**src/hdl/soc_params.svh**
```systemverilog
/*
  Widths, memory map and control register offsets of the mini SoC.
  Included by the package and by every module that decodes addresses.
*/

`ifndef SOC_PARAMS_SVH
`define SOC_PARAMS_SVH

// Data path
`define SOC_ADDR_W 32
`define SOC_DATA_W 32
`define SOC_SEL_W  (`SOC_DATA_W / 8)

// L2 storage depth in words
`define SOC_L2_WORDS 1024

// Memory map, 4 KB per region
`define SOC_DRAM_BASE 32'h8000_0000
`define SOC_DRAM_LEN  32'h0000_1000
`define SOC_UART_BASE 32'hC000_0000
`define SOC_UART_LEN  32'h0000_1000
`define SOC_CTRL_BASE 32'hD000_0000
`define SOC_CTRL_LEN  32'h0000_1000

// Control register offsets
`define CTRL_EXIT_OFS      32'h0000_0000
`define CTRL_HWCNT_OFS     32'h0000_0004
`define CTRL_EVENT_OFS     32'h0000_0008
`define CTRL_DRAM_BASE_OFS 32'h0000_000C
`define CTRL_DRAM_END_OFS  32'h0000_0010

`endif

```
**src/hdl/soc_pkg.sv**
```systemverilog
/*
  Types and encodings shared across the mini SoC.
  Modules take them with a wildcard import in their header.
*/

`default_nettype none

`include "soc_params.svh"

package soc_pkg;

  typedef logic [`SOC_ADDR_W-1:0] soc_addr_t;
  typedef logic [`SOC_DATA_W-1:0] soc_data_t;
  typedef logic [`SOC_SEL_W-1:0]  soc_sel_t;

  // Crossbar target
  typedef enum logic [1:0] {
    REGION_L2   = 2'd0,
    REGION_UART = 2'd1,
    REGION_CTRL = 2'd2,
    REGION_NONE = 2'd3
  } soc_region_e;

  // APB transfer phase
  typedef enum logic [1:0] {
    APB_IDLE   = 2'd0,
    APB_SETUP  = 2'd1,
    APB_ACCESS = 2'd2
  } apb_state_e;

  typedef enum logic [2:0] {
    CTRL_EXIT      = 3'd0,
    CTRL_HWCNT     = 3'd1,
    CTRL_EVENT     = 3'd2,
    CTRL_DRAM_BASE = 3'd3,
    CTRL_DRAM_END  = 3'd4,
    CTRL_NONE      = 3'd7
  } ctrl_reg_e;

endpackage

`default_nettype wire

```
**src/hdl/periph_bus_if.sv**
```systemverilog
/*
  Request/acknowledge bus from the crossbar to one peripheral.
  The crossbar holds req until ack; err is only valid together with ack.
*/

`timescale 1ns/1ps
`default_nettype none

interface periph_bus_if import soc_pkg::*; ();

  logic      req;
  logic      we;
  soc_addr_t addr;   // offset inside the region
  soc_data_t wdata;
  soc_sel_t  sel;
  soc_data_t rdata;
  logic      ack;
  logic      err;

  modport master (
    output req, we, addr, wdata, sel,
    input  rdata, ack, err
  );

  modport slave (
    input  req, we, addr, wdata, sel,
    output rdata, ack, err
  );

endinterface

`default_nettype wire

```
**src/hdl/apb_uart_bridge.sv**
```systemverilog
/*
  Bridge from one peripheral bus port to an APB slave (the UART).
  Runs setup and access phases, waits on pready, returns slverr as err.
*/

`timescale 1ns/1ps
`default_nettype none

module apb_uart_bridge import soc_pkg::*; (
  input  logic      clk_i,
  input  logic      arst_n_i,
  periph_bus_if.slave bus,
  output logic      uart_psel_o,
  output logic      uart_penable_o,
  output logic      uart_pwrite_o,
  output soc_addr_t uart_paddr_o,
  output soc_data_t uart_pwdata_o,
  input  soc_data_t uart_prdata_i,
  input  logic      uart_pready_i,
  input  logic      uart_pslverr_i
);

  apb_state_e state_q;
  apb_state_e state_d;
  logic       accept;
  logic       done;
  logic       ack_q;
  logic       err_q;
  logic       pwrite_q;
  soc_addr_t  paddr_q;
  soc_data_t  pwdata_q;
  soc_data_t  rdata_q;

  // Hold off while our own ack is still on the bus
  assign accept = bus.req & ~ack_q & (state_q == APB_IDLE);
  assign done   = (state_q == APB_ACCESS) & uart_pready_i;

  //////////////////////////////////////////////////////////////////////
  // Phase FSM
  //////////////////////////////////////////////////////////////////////

  always_comb begin
    state_d = state_q;
    case (state_q)
      APB_IDLE:   if (accept) state_d = APB_SETUP;
      APB_SETUP:  state_d = APB_ACCESS;
      APB_ACCESS: if (uart_pready_i) state_d = APB_IDLE;
      default:    state_d = APB_IDLE;
    endcase
  end

  always_ff @(posedge clk_i or negedge arst_n_i) begin
    if (!arst_n_i) begin
      state_q <= APB_IDLE;
      ack_q   <= 1'b0;
      err_q   <= 1'b0;
    end else begin
      state_q <= state_d;
      ack_q   <= done;
      err_q   <= done & uart_pslverr_i;
    end
  end

  // Request and response payload
  always_ff @(posedge clk_i) begin
    if (accept) begin
      paddr_q  <= bus.addr;
      pwdata_q <= bus.wdata;
      pwrite_q <= bus.we;
    end
    if (done) begin
      rdata_q <= uart_prdata_i;
    end
  end

  assign uart_psel_o    = (state_q != APB_IDLE);
  assign uart_penable_o = (state_q == APB_ACCESS);
  assign uart_pwrite_o  = pwrite_q;
  assign uart_paddr_o   = paddr_q;
  assign uart_pwdata_o  = pwdata_q;

  assign bus.rdata = rdata_q;
  assign bus.ack   = ack_q;
  assign bus.err   = err_q;

endmodule

`default_nettype wire

```
**src/flat_wrapper.sv**
```systemverilog
// flat-port wrapper written by rule: the top's interface ports become plain ports
module apb_uart_bridge_flat import soc_pkg::*;
  (clk_i, arst_n_i, uart_psel_o, uart_penable_o, uart_pwrite_o, uart_paddr_o, uart_pwdata_o, uart_prdata_i, uart_pready_i, uart_pslverr_i, bus_req, bus_we, bus_addr, bus_wdata, bus_sel, bus_rdata, bus_ack, bus_err);
  periph_bus_if bus_i ();
  input  logic clk_i;
  input  logic arst_n_i;
  output logic uart_psel_o;
  output logic uart_penable_o;
  output logic uart_pwrite_o;
  output soc_addr_t uart_paddr_o;
  output soc_data_t uart_pwdata_o;
  input  soc_data_t uart_prdata_i;
  input  logic uart_pready_i;
  input  logic uart_pslverr_i;
  input wire logic [$bits(bus_i.req)-1:0] bus_req;
  input wire logic [$bits(bus_i.we)-1:0] bus_we;
  input wire logic [$bits(bus_i.addr)-1:0] bus_addr;
  input wire logic [$bits(bus_i.wdata)-1:0] bus_wdata;
  input wire logic [$bits(bus_i.sel)-1:0] bus_sel;
  output wire logic [$bits(bus_i.rdata)-1:0] bus_rdata;
  output wire logic [$bits(bus_i.ack)-1:0] bus_ack;
  output wire logic [$bits(bus_i.err)-1:0] bus_err;
  assign bus_i.req = bus_req;
  assign bus_i.we = bus_we;
  assign bus_i.addr = bus_addr;
  assign bus_i.wdata = bus_wdata;
  assign bus_i.sel = bus_sel;
  assign bus_rdata = bus_i.rdata;
  assign bus_ack = bus_i.ack;
  assign bus_err = bus_i.err;
  apb_uart_bridge u_core (.clk_i(clk_i), .arst_n_i(arst_n_i), .bus(bus_i), .uart_psel_o(uart_psel_o), .uart_penable_o(uart_penable_o), .uart_pwrite_o(uart_pwrite_o), .uart_paddr_o(uart_paddr_o), .uart_pwdata_o(uart_pwdata_o), .uart_prdata_i(uart_prdata_i), .uart_pready_i(uart_pready_i), .uart_pslverr_i(uart_pslverr_i));
endmodule
```
**config.mk**
```make
export PLATFORM = sky130hd
export DESIGN_NAME = apb_uart_bridge_flat
export DESIGN_NICKNAME = d
export VERILOG_FILES = /design/src/hdl/soc_pkg.sv /design/src/hdl/periph_bus_if.sv /design/src/hdl/apb_uart_bridge.sv /design/src/flat_wrapper.sv
export VERILOG_INCLUDE_DIRS = /design/src /design/src/hdl
export SDC_FILE = /design/constraint.sdc
export NUM_CORES = 1
export LEC_CHECK = 0
export BUFFER_PORTS_ARGS = -buffer_cell sky130_fd_sc_hd__buf_2
export CORE_MARGIN = 2
export CORE_UTILIZATION = 44
export DETAILED_ROUTE_END_ITERATION = 7
export GPL_ROUTABILITY_DRIVEN = 0
export PLACE_DENSITY = 0.84
export SLEW_MARGIN = 20
export SYNTH_ARGS = -nofsm -noshare
export SYNTH_HDL_FRONTEND = slang
export SYNTH_SLANG_ARGS = --single-unit
```
**constraint.sdc**
```tcl
create_clock -name clk_i -period 11.8 [get_ports clk_i]
set_input_delay 1.77 -clock clk_i [delete_from_list [all_inputs] [get_ports clk_i]]
set_output_delay 1.77 -clock clk_i [all_outputs]
set_load 0.005 [all_outputs]
```
### Word-level counts from Yosys, hierarchy flattened

Cells that the tools add are included.

| word-level totals | value |
|---|---|
| register bits | 101 |
| input port bits | 106 |
| output and inout port bits | 101 |
| word-level logic and storage cells | 22 |

| cells by class | value |
|---|---|
| eq/ne operators | 4 |
| muxes and demuxes | 3 |
| bitwise logic cells | 5 |
| reduce and logical (&&, ||, !) cells | 3 |

Operators by type and width:

| operator | number |
|---|---|
| one-hot mux 2 bit (3 select lines) | 1 |
| bitwise AND 1 bit | 4 |
| 2-to-1 mux 2 bit | 2 |
| inequality test 2 x 1 -> 1 bit (second input constant) | 2 |
| equality test 2 x 1 -> 1 bit (second input constant) | 1 |
| equality test 2 bit (second input constant) | 1 |
| logical NOT 2 bit | 1 |
| AND reduction 2 bit | 1 |
| nonzero test 2 bit | 1 |
| inverter 1 bit | 1 |

### Logic depth before layout (Yosys ltp)

Gate-level depths: netlist (run 1).

| logic depth | value |
|---|---|
| depth after elaboration | 5 |
| depth in mapped cells | 2 |
| mapped depth without buffers | 2 |

### Worst setup path before layout (run 1)

No wires, ideal clock.

| timing | value |
|---|---|
| path type | in2reg |
| start | input bus_req |
| end | register u_core.paddr_q[0] (netlist: u_core.uart_paddr_o[0]) (enable) |
| arrival time | 6472 ps |
| path slack | 4747 ps |
| stages | 1 |
| path buffers | 0 |
| cells stage by stage | nor3b_1 |

| between the ends | value |
|---|---|
| cells in the longest elaborated chain, start to end | 2 |

Ends and longest elaborated chain:

| what | RTL line | text |
|---|---|---|
| start: declaration | flat_wrapper.sv:15 | `input wire logic [$bits(bus_i.req)-1:0] bus_req;` |
| bitwise AND 1 bit (2 in series) | apb_uart_bridge.sv:35 | `assign accept = bus.req & ~ack_q & (state_q == APB_IDLE);` |
| end signal: assignment | apb_uart_bridge.sv:67 | `paddr_q <= bus.addr;` |
| end: declaration | apb_uart_bridge.sv:30 | `soc_addr_t paddr_q;` |

Every way passes these cells.
A chain may end at the register's enable or synchronous reset.

### Final worst setup path (run 1)

| timing | value |
|---|---|
| start | register u_core.state_q[0] |
| end | output uart_psel_o |

| between the ends | value |
|---|---|
| cells in the longest elaborated chain, start to end | 1 |

Ends and longest elaborated chain:

| what | RTL line | text |
|---|---|---|
| start: declaration | apb_uart_bridge.sv:23 | `apb_state_e state_q;` |
| start signal: assignment | apb_uart_bridge.sv:58 | `state_q <= state_d;` |
| nonzero test 2 bit | apb_uart_bridge.sv:76 | `assign uart_psel_o = (state_q != APB_IDLE);` |
| end: declaration | flat_wrapper.sv:7 | `output logic uart_psel_o;` |

Every way passes these cells.

==> results of run 1 <==
-- sequential cells by signal, summed over array words and instances (netlist names) --
| name | cells |
|---|---|
| u_core.bus.rdata | 32 |
| u_core.state_q | 2 |
| u_core.uart_pwrite_o | 1 |
| u_core.uart_paddr_o | 32 |
| u_core.bus.err | 1 |
| u_core.bus.ack | 1 |
| u_core.uart_pwdata_o | 32 |
-- synth_stat cells --
library cell and n:
and3_1 1, and2_1 1, or2_4 1, nor3b_1 2, and2b_2 1, mux2i_1 1
dfrtp_1 4, edfxtp_1 97, nand2b_1 1
-- where the power goes --
part	leakage, nW	switching (mW)	internal [mW]
registers	0.955	0.0163	0.482
clock network	0.103	0.116	0.101
logic	0.839	0.0781	0.0606
total	1.90	0.210	0.644
-- worst max-delay path, cell delays in order, from the launching register on --
cell	delay, ns
dfrtp_1	0.41
or2_4	0.26
buf_2	0.13
-- cell families after synthesis --
group	Yosys count	share of synthesized area, %
flip-flops	101	98.0
AND/OR/NAND/NOR	7	1.67
multiplexers	1	0.326
-- worst paths after layout --
kind                       slack, ns                      end               from
hold / removal                  0.49        u_core.state_q[0]     u_core.bus.ack
min in group asynchronous       1.20           u_core.bus.err           arst_n_i
setup / recovery                8.88              uart_psel_o  u_core.state_q[0]
max in group asynchronous      10.48        u_core.state_q[1]           arst_n_i
setup reg to reg                9.95  u_core.uart_paddr_o[16]  u_core.state_q[0]
hold reg to reg                 0.49        u_core.state_q[0]     u_core.bus.ack
-- cell type report --
cell class / instances / area share [%]
sequential: 101 / 68.0
clock buffer: 9 / 2.80
timing repair buffer: 204 / 23.2
tap: 96 / 2.71
multi-input combinational: 8 / 1.50
clock inverter: 7 / 1.86
-- routing by layer --
layer | vias up | global-route usage (%) | share of wire [%]
met5 | - | 0 | 0
met3 | 10 | 8.01 | 14
li1 | 863 | - | -
met4 | 0 | 7.13 | 1.5
met1 | 860 | 16.0 | 33
met2 | 132 | 28.0 | 51
-- stage by stage --
stage | util, % | instance area [µm²] | std cells | power (mW) | hold slack, ns
after floorplan | - | 3070 | 109 | 0.563 | 0.452
after global placement | 62.2 | 4230 | 409 | 0.644 | 0.477
after detailed placement | 62.2 | 4230 | 409 | 0.649 | 0.486
after CTS | 65.2 | 4430 | 425 | 0.865 | 0.499
after global routing | 65.2 | 4430 | 425 | 0.893 | 0.518
final | 65.2 | 4430 | 425 | 0.854 | 0.493
==> results.json, run 1 <==
{
  "ys_types": 9,
  "finalCriticalPeriod_ns": 2.92,
  "rows": 30,
  "relSlewSlack_pct": 48.0,
  "gr-total-overflow": 0,
  "tightest_slew_ns": 0.780,
  "postCtsSetupBuffers": 0,
  "leakage_nw": 1.90,
  "insertion_delay_ns": 0.35,
  "crit_type": "flop to output pin",
  "syn_nets": 215,
  "end_kind": "output pin",
  "final_common_cell": "buf_2",
  "setup_ws_ns": 8.88,
  "yosysSeqAreaShare_pct": 98.0,
  "slew_violations": 0,
  "path_clk_slew_ns": 0.09,
  "holdCritPathClass": "flop to flop",
  "chipWidth_um": 87.6,
  "first_pass_iters": 4,
  "tns_ns": 0,
  "clock-sinks": 101,
  "required_ns": 10.03,
  "rsz0062_at_grt": "false",
  "dr_total_vias": 1865,
  "crit_fanout": 3,
  "layout.nets": 430,
  "core_mm2": 0.00679,
  "power_density_mw_per_mm2": 193,
  "antenna_found_initial": 0,
  "avgSynthCellArea_um2": 28.2,
  "hold_buffers": 0,
  "via_per_inst": 4.39,
  "ys_ff_latch": 101,
  "antenna_cells": 0,
  "htree_levels": 3,
  "multiInputGateArea_um2": 66.3,
  "drc": 0,
  "grt_pass1_wl_um": 8760,
  "mostFrequentLayoutCells": "buf_2, edfxtp_1, clkbuf_8, dfrtp_1",
  "cts_resized": 0,
  "area_growth_pct": 44.2,
  "drive_gt1_share_pct": 67.8,
  "worstRegToRegCells": 3,
  "status": "finished clean",
  "wirelength_um": 6350,
  "io_pins": 207,
  "maxCapViolations": 0,
  "die_h_um": 87.6,
  "final_min_period_over_clock_period_pct": 24.7,
  "fmax_ghz": 0.342,
  "start_util_pct": 45.2,
  "final-hold-violation-count": 0,
  "synthTopCellsByArea": "edfxtp_1, dfrtp_1, nor3b_1",
  "io_buffers": 202,
  "crit_path_start_kind": "flop",
  "synth_top_cell_by_area": "edfxtp_1",
  "track_usage_pct": 16.0,
  "synth_area_mm2": 0.00307,
  "ys_warn_count": 0,
  "netlist_instances": 109,
  "setup-violations-final": 0,
  "worstPathArrival_ns": 1.15,
  "fillers": 479,
  "avgRoutedWirePerCell_um": 14.9,
  "clockBufferDepth": 2,
  "clockRootBuffer": "clkbuf_8",
  "post-place-ws_ns": 8.76,
  "dr.first_iter.drc_count": 119,
  "regArea_mm2": 0.00301,
  "cts_tree": "built",
  "synth_top_area_share_pct": 94.7,
  "fin_skew_ns": 0.0113,
  "hold_depth": 1,
  "cts-buffers-inserted": 9,
  "grt_pass1_vias": 1852,
  "antenna_left": 0,
  "dieArea_mm2": 0.00767,
  "grt_max_degree": 66,
  "peakVddDrop_v": 0.0000960
}
Power figures use the tool's default switching activity.
==> inputs of run 2 (changes only) <==
Settings changed: CORE_UTILIZATION 44 to 41, PLACE_DENSITY 0.84 to 0.79.
Clock period 11.8 ns to 2.7 ns, I/O delays scaled along.
==> run 2 against run 1 <==
  * Via count is 0.80% lower
  * Largest power group unchanged
  * Critical path depth is 1 higher
  * Clock power grew to 3.7 times the previous value
  * Global-route usage is 0.55 points lower
  * Hold slack worse by 0.27 ns
  * Clock skew is 0.0028 ns lower
==> results.json, run 2 (synthesis gave the netlist of run 1 again) <==
{
  "status": "finished clean",
  "clock-sinks": 101,
  "rsz0062_at_grt": "false",
  "rows": 31,
  "io_pins": 207,
  "grt_max_degree": 66,
  "highest_layer": "met4",
  "hold_end": "u_core.uart_paddr_o[31]",
  "hpwlAfterDp_um": 4820,
  "postCtsSetupBuffers": 0,
  "dr.first_iter.drc_count": 43,
  "area_growth_pct": 44.0,
  "tightest_slew_ns": 0.379,
  "antenna_cells": 0,
  "final-hold-violation-count": 0,
  "fin_util_pct": 61.0,
  "dieArea_mm2": 0.00821,
  "p_sw_mw": 0.894,
  "insertion_delay_ns": 0.34,
  "fin_skew_ns": 0.00856,
  "track_usage_pct": 15.5,
  "setup-violations-final": 0,
  "peakVddDrop_v": 0.000512,
  "final_common_cell": "buf_2",
  "r2r-start": "u_core.state_q[0]",
  "avgRoutedWirePerCell_um": 14.6,
  "end_kind": "flop",
  "die_h_um": 90.6,
  "pwr-share-comb_pct": 17.5,
  "fmax_ghz": 0.622,
  "worstPathArrival_ns": 1.62,
  "wirelength_um": 6260,
  "layout.nets": 431,
  "hold_ws_ns": 0.227,
  "tns_ns": 0,
  "crit_type": "flop to flop",
  "gr-total-overflow": 0,
  "crit_fanout": 65,
  "start_util_pct": 42.4,
  "crit_path_start_kind": "flop",
  "finalCriticalPeriod_ns": 1.61,
  "pwr-share-clk_pct": 22.3,
  "holdCritPathClass": "primary input to flop",
  "hp-start": "bus_addr[31]",
  "reg2reg_to": "u_core.uart_paddr_o[7]",
  "grt_pass1_vias": 1906,
  "final_min_period_over_clock_period_pct": 59.5,
  "first_pass_iters": 4,
  "met3WireLength_um": 970,
  "cts_tree": "built",
  "leakage_nw": 1.88,
  "drc": 0,
  "io_buffers": 202,
  "hold_depth": 1,
  "fillers": 564,
  "swShare_pct": 24.8,
  "antenna_found_initial": 0,
  "maxCapViolations": 0,
  "antenna_left": 0,
  "chipWidth_um": 90.6,
  "finalNonFillerCells": 429,
  "r2r_slack_ns": 1.09,
  "clockBufferDepth": 2,
  "mostFrequentLayoutCells": "buf_2, edfxtp_1, clkbuf_8, dfrtp_1",
  "cts_resized": 0,
  "seqPwrFrac_pct": 60.2,
  "hold_buffers": 1,
  "dp.cells": 412,
  "worstRegToRegCells": 3,
  "drive_gt1_share_pct": 66.7,
  "via_per_inst": 4.31,
  "power_density_mw_per_mm2": 816,
  "slew_violations": 0,
  "required_ns": 2.71,
  "route.met2.wl_um": 3070,
  "htree_levels": 3,
  "intPower_mw": 2.72,
  "grt_pass1_wl_um": 9420,
  "dr_total_vias": 1850,
  "relSlewSlack_pct": 74.7,
  "clockRootBuffer": "clkbuf_8",
  "total_power_mw": 3.61,
  "path_clk_slew_ns": 0.09,
  "cts-buffers-inserted": 9,
  "wirelength_met1_um": 2120,
  "core_mm2": 0.00725
}
[run 2: worst max path at each step]
stage          depth (start not counted)              start                      end
6_report                               3  u_core.state_q[0]   u_core.uart_paddr_o[7]
5_1_grt                                3  u_core.state_q[0]  u_core.uart_pwdata_o[9]
2_1_floorplan                          2  u_core.state_q[0]   u_core.uart_paddr_o[0]
4_1_cts                                3  u_core.state_q[0]  u_core.uart_paddr_o[10]
3_3_place_gp                           3  u_core.state_q[0]  u_core.uart_paddr_o[19]
3_5_place_dp                           3  u_core.state_q[0]  u_core.uart_pwdata_o[8]
[run 2: layout make-up]
type                            instances  area, µm²  area share [%]
Tap cell                               99        124            2.80
Clock buffer                           10        128            2.88
Multi-Input combinational cell          8       72.6            1.64
Clock inverter                          6       40.0           0.905
Timing Repair Buffer                  205       1050            23.7
Sequential cell                       101       3010            68.1
[run 2: power groups by stage]
stage | sequential [mW] | combinational (mW) | clock (mW)
after CTS | 2.18 | 0.651 | 0.838
after global placement | 2.20 | 0.635 | 0
final | 2.17 | 0.634 | 0.805
after detailed placement | 2.21 | 0.649 | 0
after floorplan | 2.27 | 0.170 | 0
after global routing | 2.21 | 0.700 | 0.891
[run 2: per-stage QoR]
stage | instance area (µm²) | worst slack [ns]
floorplan | 3090 | -0.0687
global placement | 4250 | 1.15
detailed placement | 4250 | 1.10
CTS | 4430 | 1.08
global route | 4430 | 1.02
finish | 4430 | 1.09
[run 2: per-layer routing]
metal  track usage, %  up-vias
met4             5.64        0
met5                0        -
met2             25.7      140
met1             16.0      836
li1                 -      866
met3             9.35        8
[run 2: worst max-delay path, stage by stage, from the launching register on]
cell and delay (ns):
dfrtp_1 0.41, or2_4 0.28, nor3b_4 0.22, buf_12 0.33
==> inputs of run 3 (changes only) <==
Clock period 2.7 ns to 1.6 ns, I/O delays scaled along.
==> run 3 against run 2 <==
  * Clock power is 99% higher
  * Largest cell class unchanged
  * Critical path type unchanged
  * Critical path depth is 1 higher
  * Global-route usage is 0.12 points lower
==> results.json, run 3 (synthesis gave the netlist of run 1 again) <==
{
  "power_density_mw_per_mm2": 1430,
  "worstPathArrival_ns": 1.59,
  "final-hold-violation-count": 0,
  "required_ns": 1.64,
  "antenna_cells": 0,
  "setup-violations-final": 0,
  "clockBufferDepth": 2,
  "gr-total-overflow": 0,
  "drive_gt1_share_pct": 68.2,
  "post-place-ws_ns": 0.0167,
  "peakVddDrop_v": 0.000762,
  "crit_chain": "or2_4 > nor3b_4 > buf_6 > buf_12",
  "mostFrequentLayoutCells": "buf_2, edfxtp_1, clkbuf_8, dfrtp_1, inv_6",
  "cts-buffers-inserted": 9,
  "relSlewSlack_pct": 88.5,
  "slew_violations": 0,
  "fin_util_pct": 62.4,
  "cts_tree": "built",
  "rows": 31,
  "hp-start": "bus_addr[7]",
  "path_clk_slew_ns": 0.10,
  "io_pins": 207,
  "via_per_inst": 4.38,
  "layout.nets": 434,
  "first_pass_iters": 4,
  "core_mm2": 0.00725,
  "antenna_found_initial": 1,
  "end_kind": "flop",
  "status": "finished clean",
  "avgRoutedWirePerCell_um": 15.2,
  "htree_levels": 3,
  "clockRootBuffer": "clkbuf_8",
  "clock-sinks": 101,
  "grt_pass1_vias": 1935,
  "setup_ws_ns": 0.0526,
  "wirelength_um": 6560,
  "insertion_delay_ns": 0.34,
  "track_usage_pct": 15.4,
  "crit_fanout": 32,
  "leakage_nw": 1.93,
  "dp.cells": 412,
  "r2r-start": "u_core.state_q[0]",
  "chipWidth_um": 90.6,
  "crit_path_start": "u_core.state_q[0]",
  "dr.first_iter.drc_count": 47,
  "grt_max_degree": 66,
  "dieArea_mm2": 0.00821,
  "critPathBufInv": 2,
  "finalNonFillerCells": 432,
  "cp_slowest_cell": "dfrtp_1",
  "crit_type": "flop to flop",
  "start_util_pct": 42.4,
  "slowest_delay_ns": 0.41,
  "tightest_slew_ns": 0.172,
  "die_h_um": 90.6,
  "fmax_ghz": 0.646,
  "finalCriticalPeriod_ns": 1.55,
  "antenna_left": 0,
  "holdCritPathClass": "primary input to flop",
  "area_growth_pct": 47.2,
  "hpwlAfterDp_um": 4930,
  "cp_top_family": "simple AND/OR/NAND/NOR gates",
  "final_common_cell": "buf_2",
  "fin_skew_ns": 0.00843,
  "total_power_mw": 6.46,
  "crit_path_start_kind": "flop",
  "dr_total_vias": 1891,
  "grt_pass1_wl_um": 9370,
  "final_min_period_over_clock_period_pct": 96.7,
  "io_buffers": 202,
  "r2r_slack_ns": 0.05,
  "maxCapViolations": 0,
  "drc": 0
}
## run 3: cell types whose count changed in the layout (fill, tap and decap cells not counted), sizes merged
cell / before / now
clkinvlp: 2 / 1
buf: 204 / 206
clkinv: 4 / 2
bufinv: 0 / 1
inv: 0 / 3
## run 3: worst register-to-register path: stages (launching register included)
cell     delay, ns
dfrtp_1       0.41
or2_4         0.28
nor3b_4       0.20
buf_6         0.15
buf_12        0.21
## run 3: where the power goes
| part | leakage (nW) | internal, mW | total [mW] | switching (mW) |
|---|---|---|---|---|
| Combinational | 0.875 | 0.568 | 1.18 | 0.617 |
| Sequential | 0.955 | 3.54 | 3.68 | 0.133 |
| Clock | 0.101 | 0.745 | 1.60 | 0.858 |
## run 3: timing repair
| action | in CTS | in global routing |
|---|---|---|
| gates resized for setup | 0 | 4 |
| setup endpoints to repair | 22 | 65 |
| setup buffers | 0 | 1 |
| hold buffers | 1 | 0 |
| cloned | 0 | 2 |
| endpoints found under the hold margin | 4 | 0 |
| pin swaps | 0 | 1 |
## run 3: layout make-up
| type | instances | area [µm²] |
|---|---|---|
| Tap cell | 99 | 124 |
| Sequential cell | 101 | 3010 |
| Timing Repair Buffer | 208 | 1110 |
| Clock buffer | 9 | 124 |
| Fill cell | 545 | 2730 |
| Multi-Input combinational cell | 8 | 73.8 |
| Clock inverter | 7 | 81.3 |
## run 3: path summary, 6_finish.rpt
| kind | to | cells past startpoint |
|---|---|---|
| max | u_core.uart_paddr_o[25] | 4 |
| min | u_core.uart_paddr_o[7] | 1 |
| max reg2reg | u_core.uart_paddr_o[25] | 4 |
| min reg2reg | u_core.state_q[1] | 1 |
| max in group asynchronous | u_core.bus.err | 2 |
| min in group asynchronous | u_core.state_q[1] | 2 |
## run 3: per-stage QoR
| step | area [µm²] | TNS (ns) | hold WS (ns) |
|---|---|---|---|
| after detailed placement | 4260 | 0 | 0.0492 |
| final | 4520 | 0 | 0.0628 |
| after floorplan | 3090 | -75.97 | -0.0556 |
| after CTS | 4480 | -0.110 | 0.0325 |
| after global placement | 4260 | 0 | 0.0470 |
| after global routing | 4520 | -0.00289 | 0.0250 |
## run 3: metal layers
layer / global-route usage (%) / vias to the layer above / wire length [µm]
met3: 8.10 / 13 / 869
met1: 16.2 / 859 / 2330
met5: 0 / - / 16
met2: 25.9 / 141 / 3270
met4: 6.15 / 2 / 76
li1: - / 876 / -
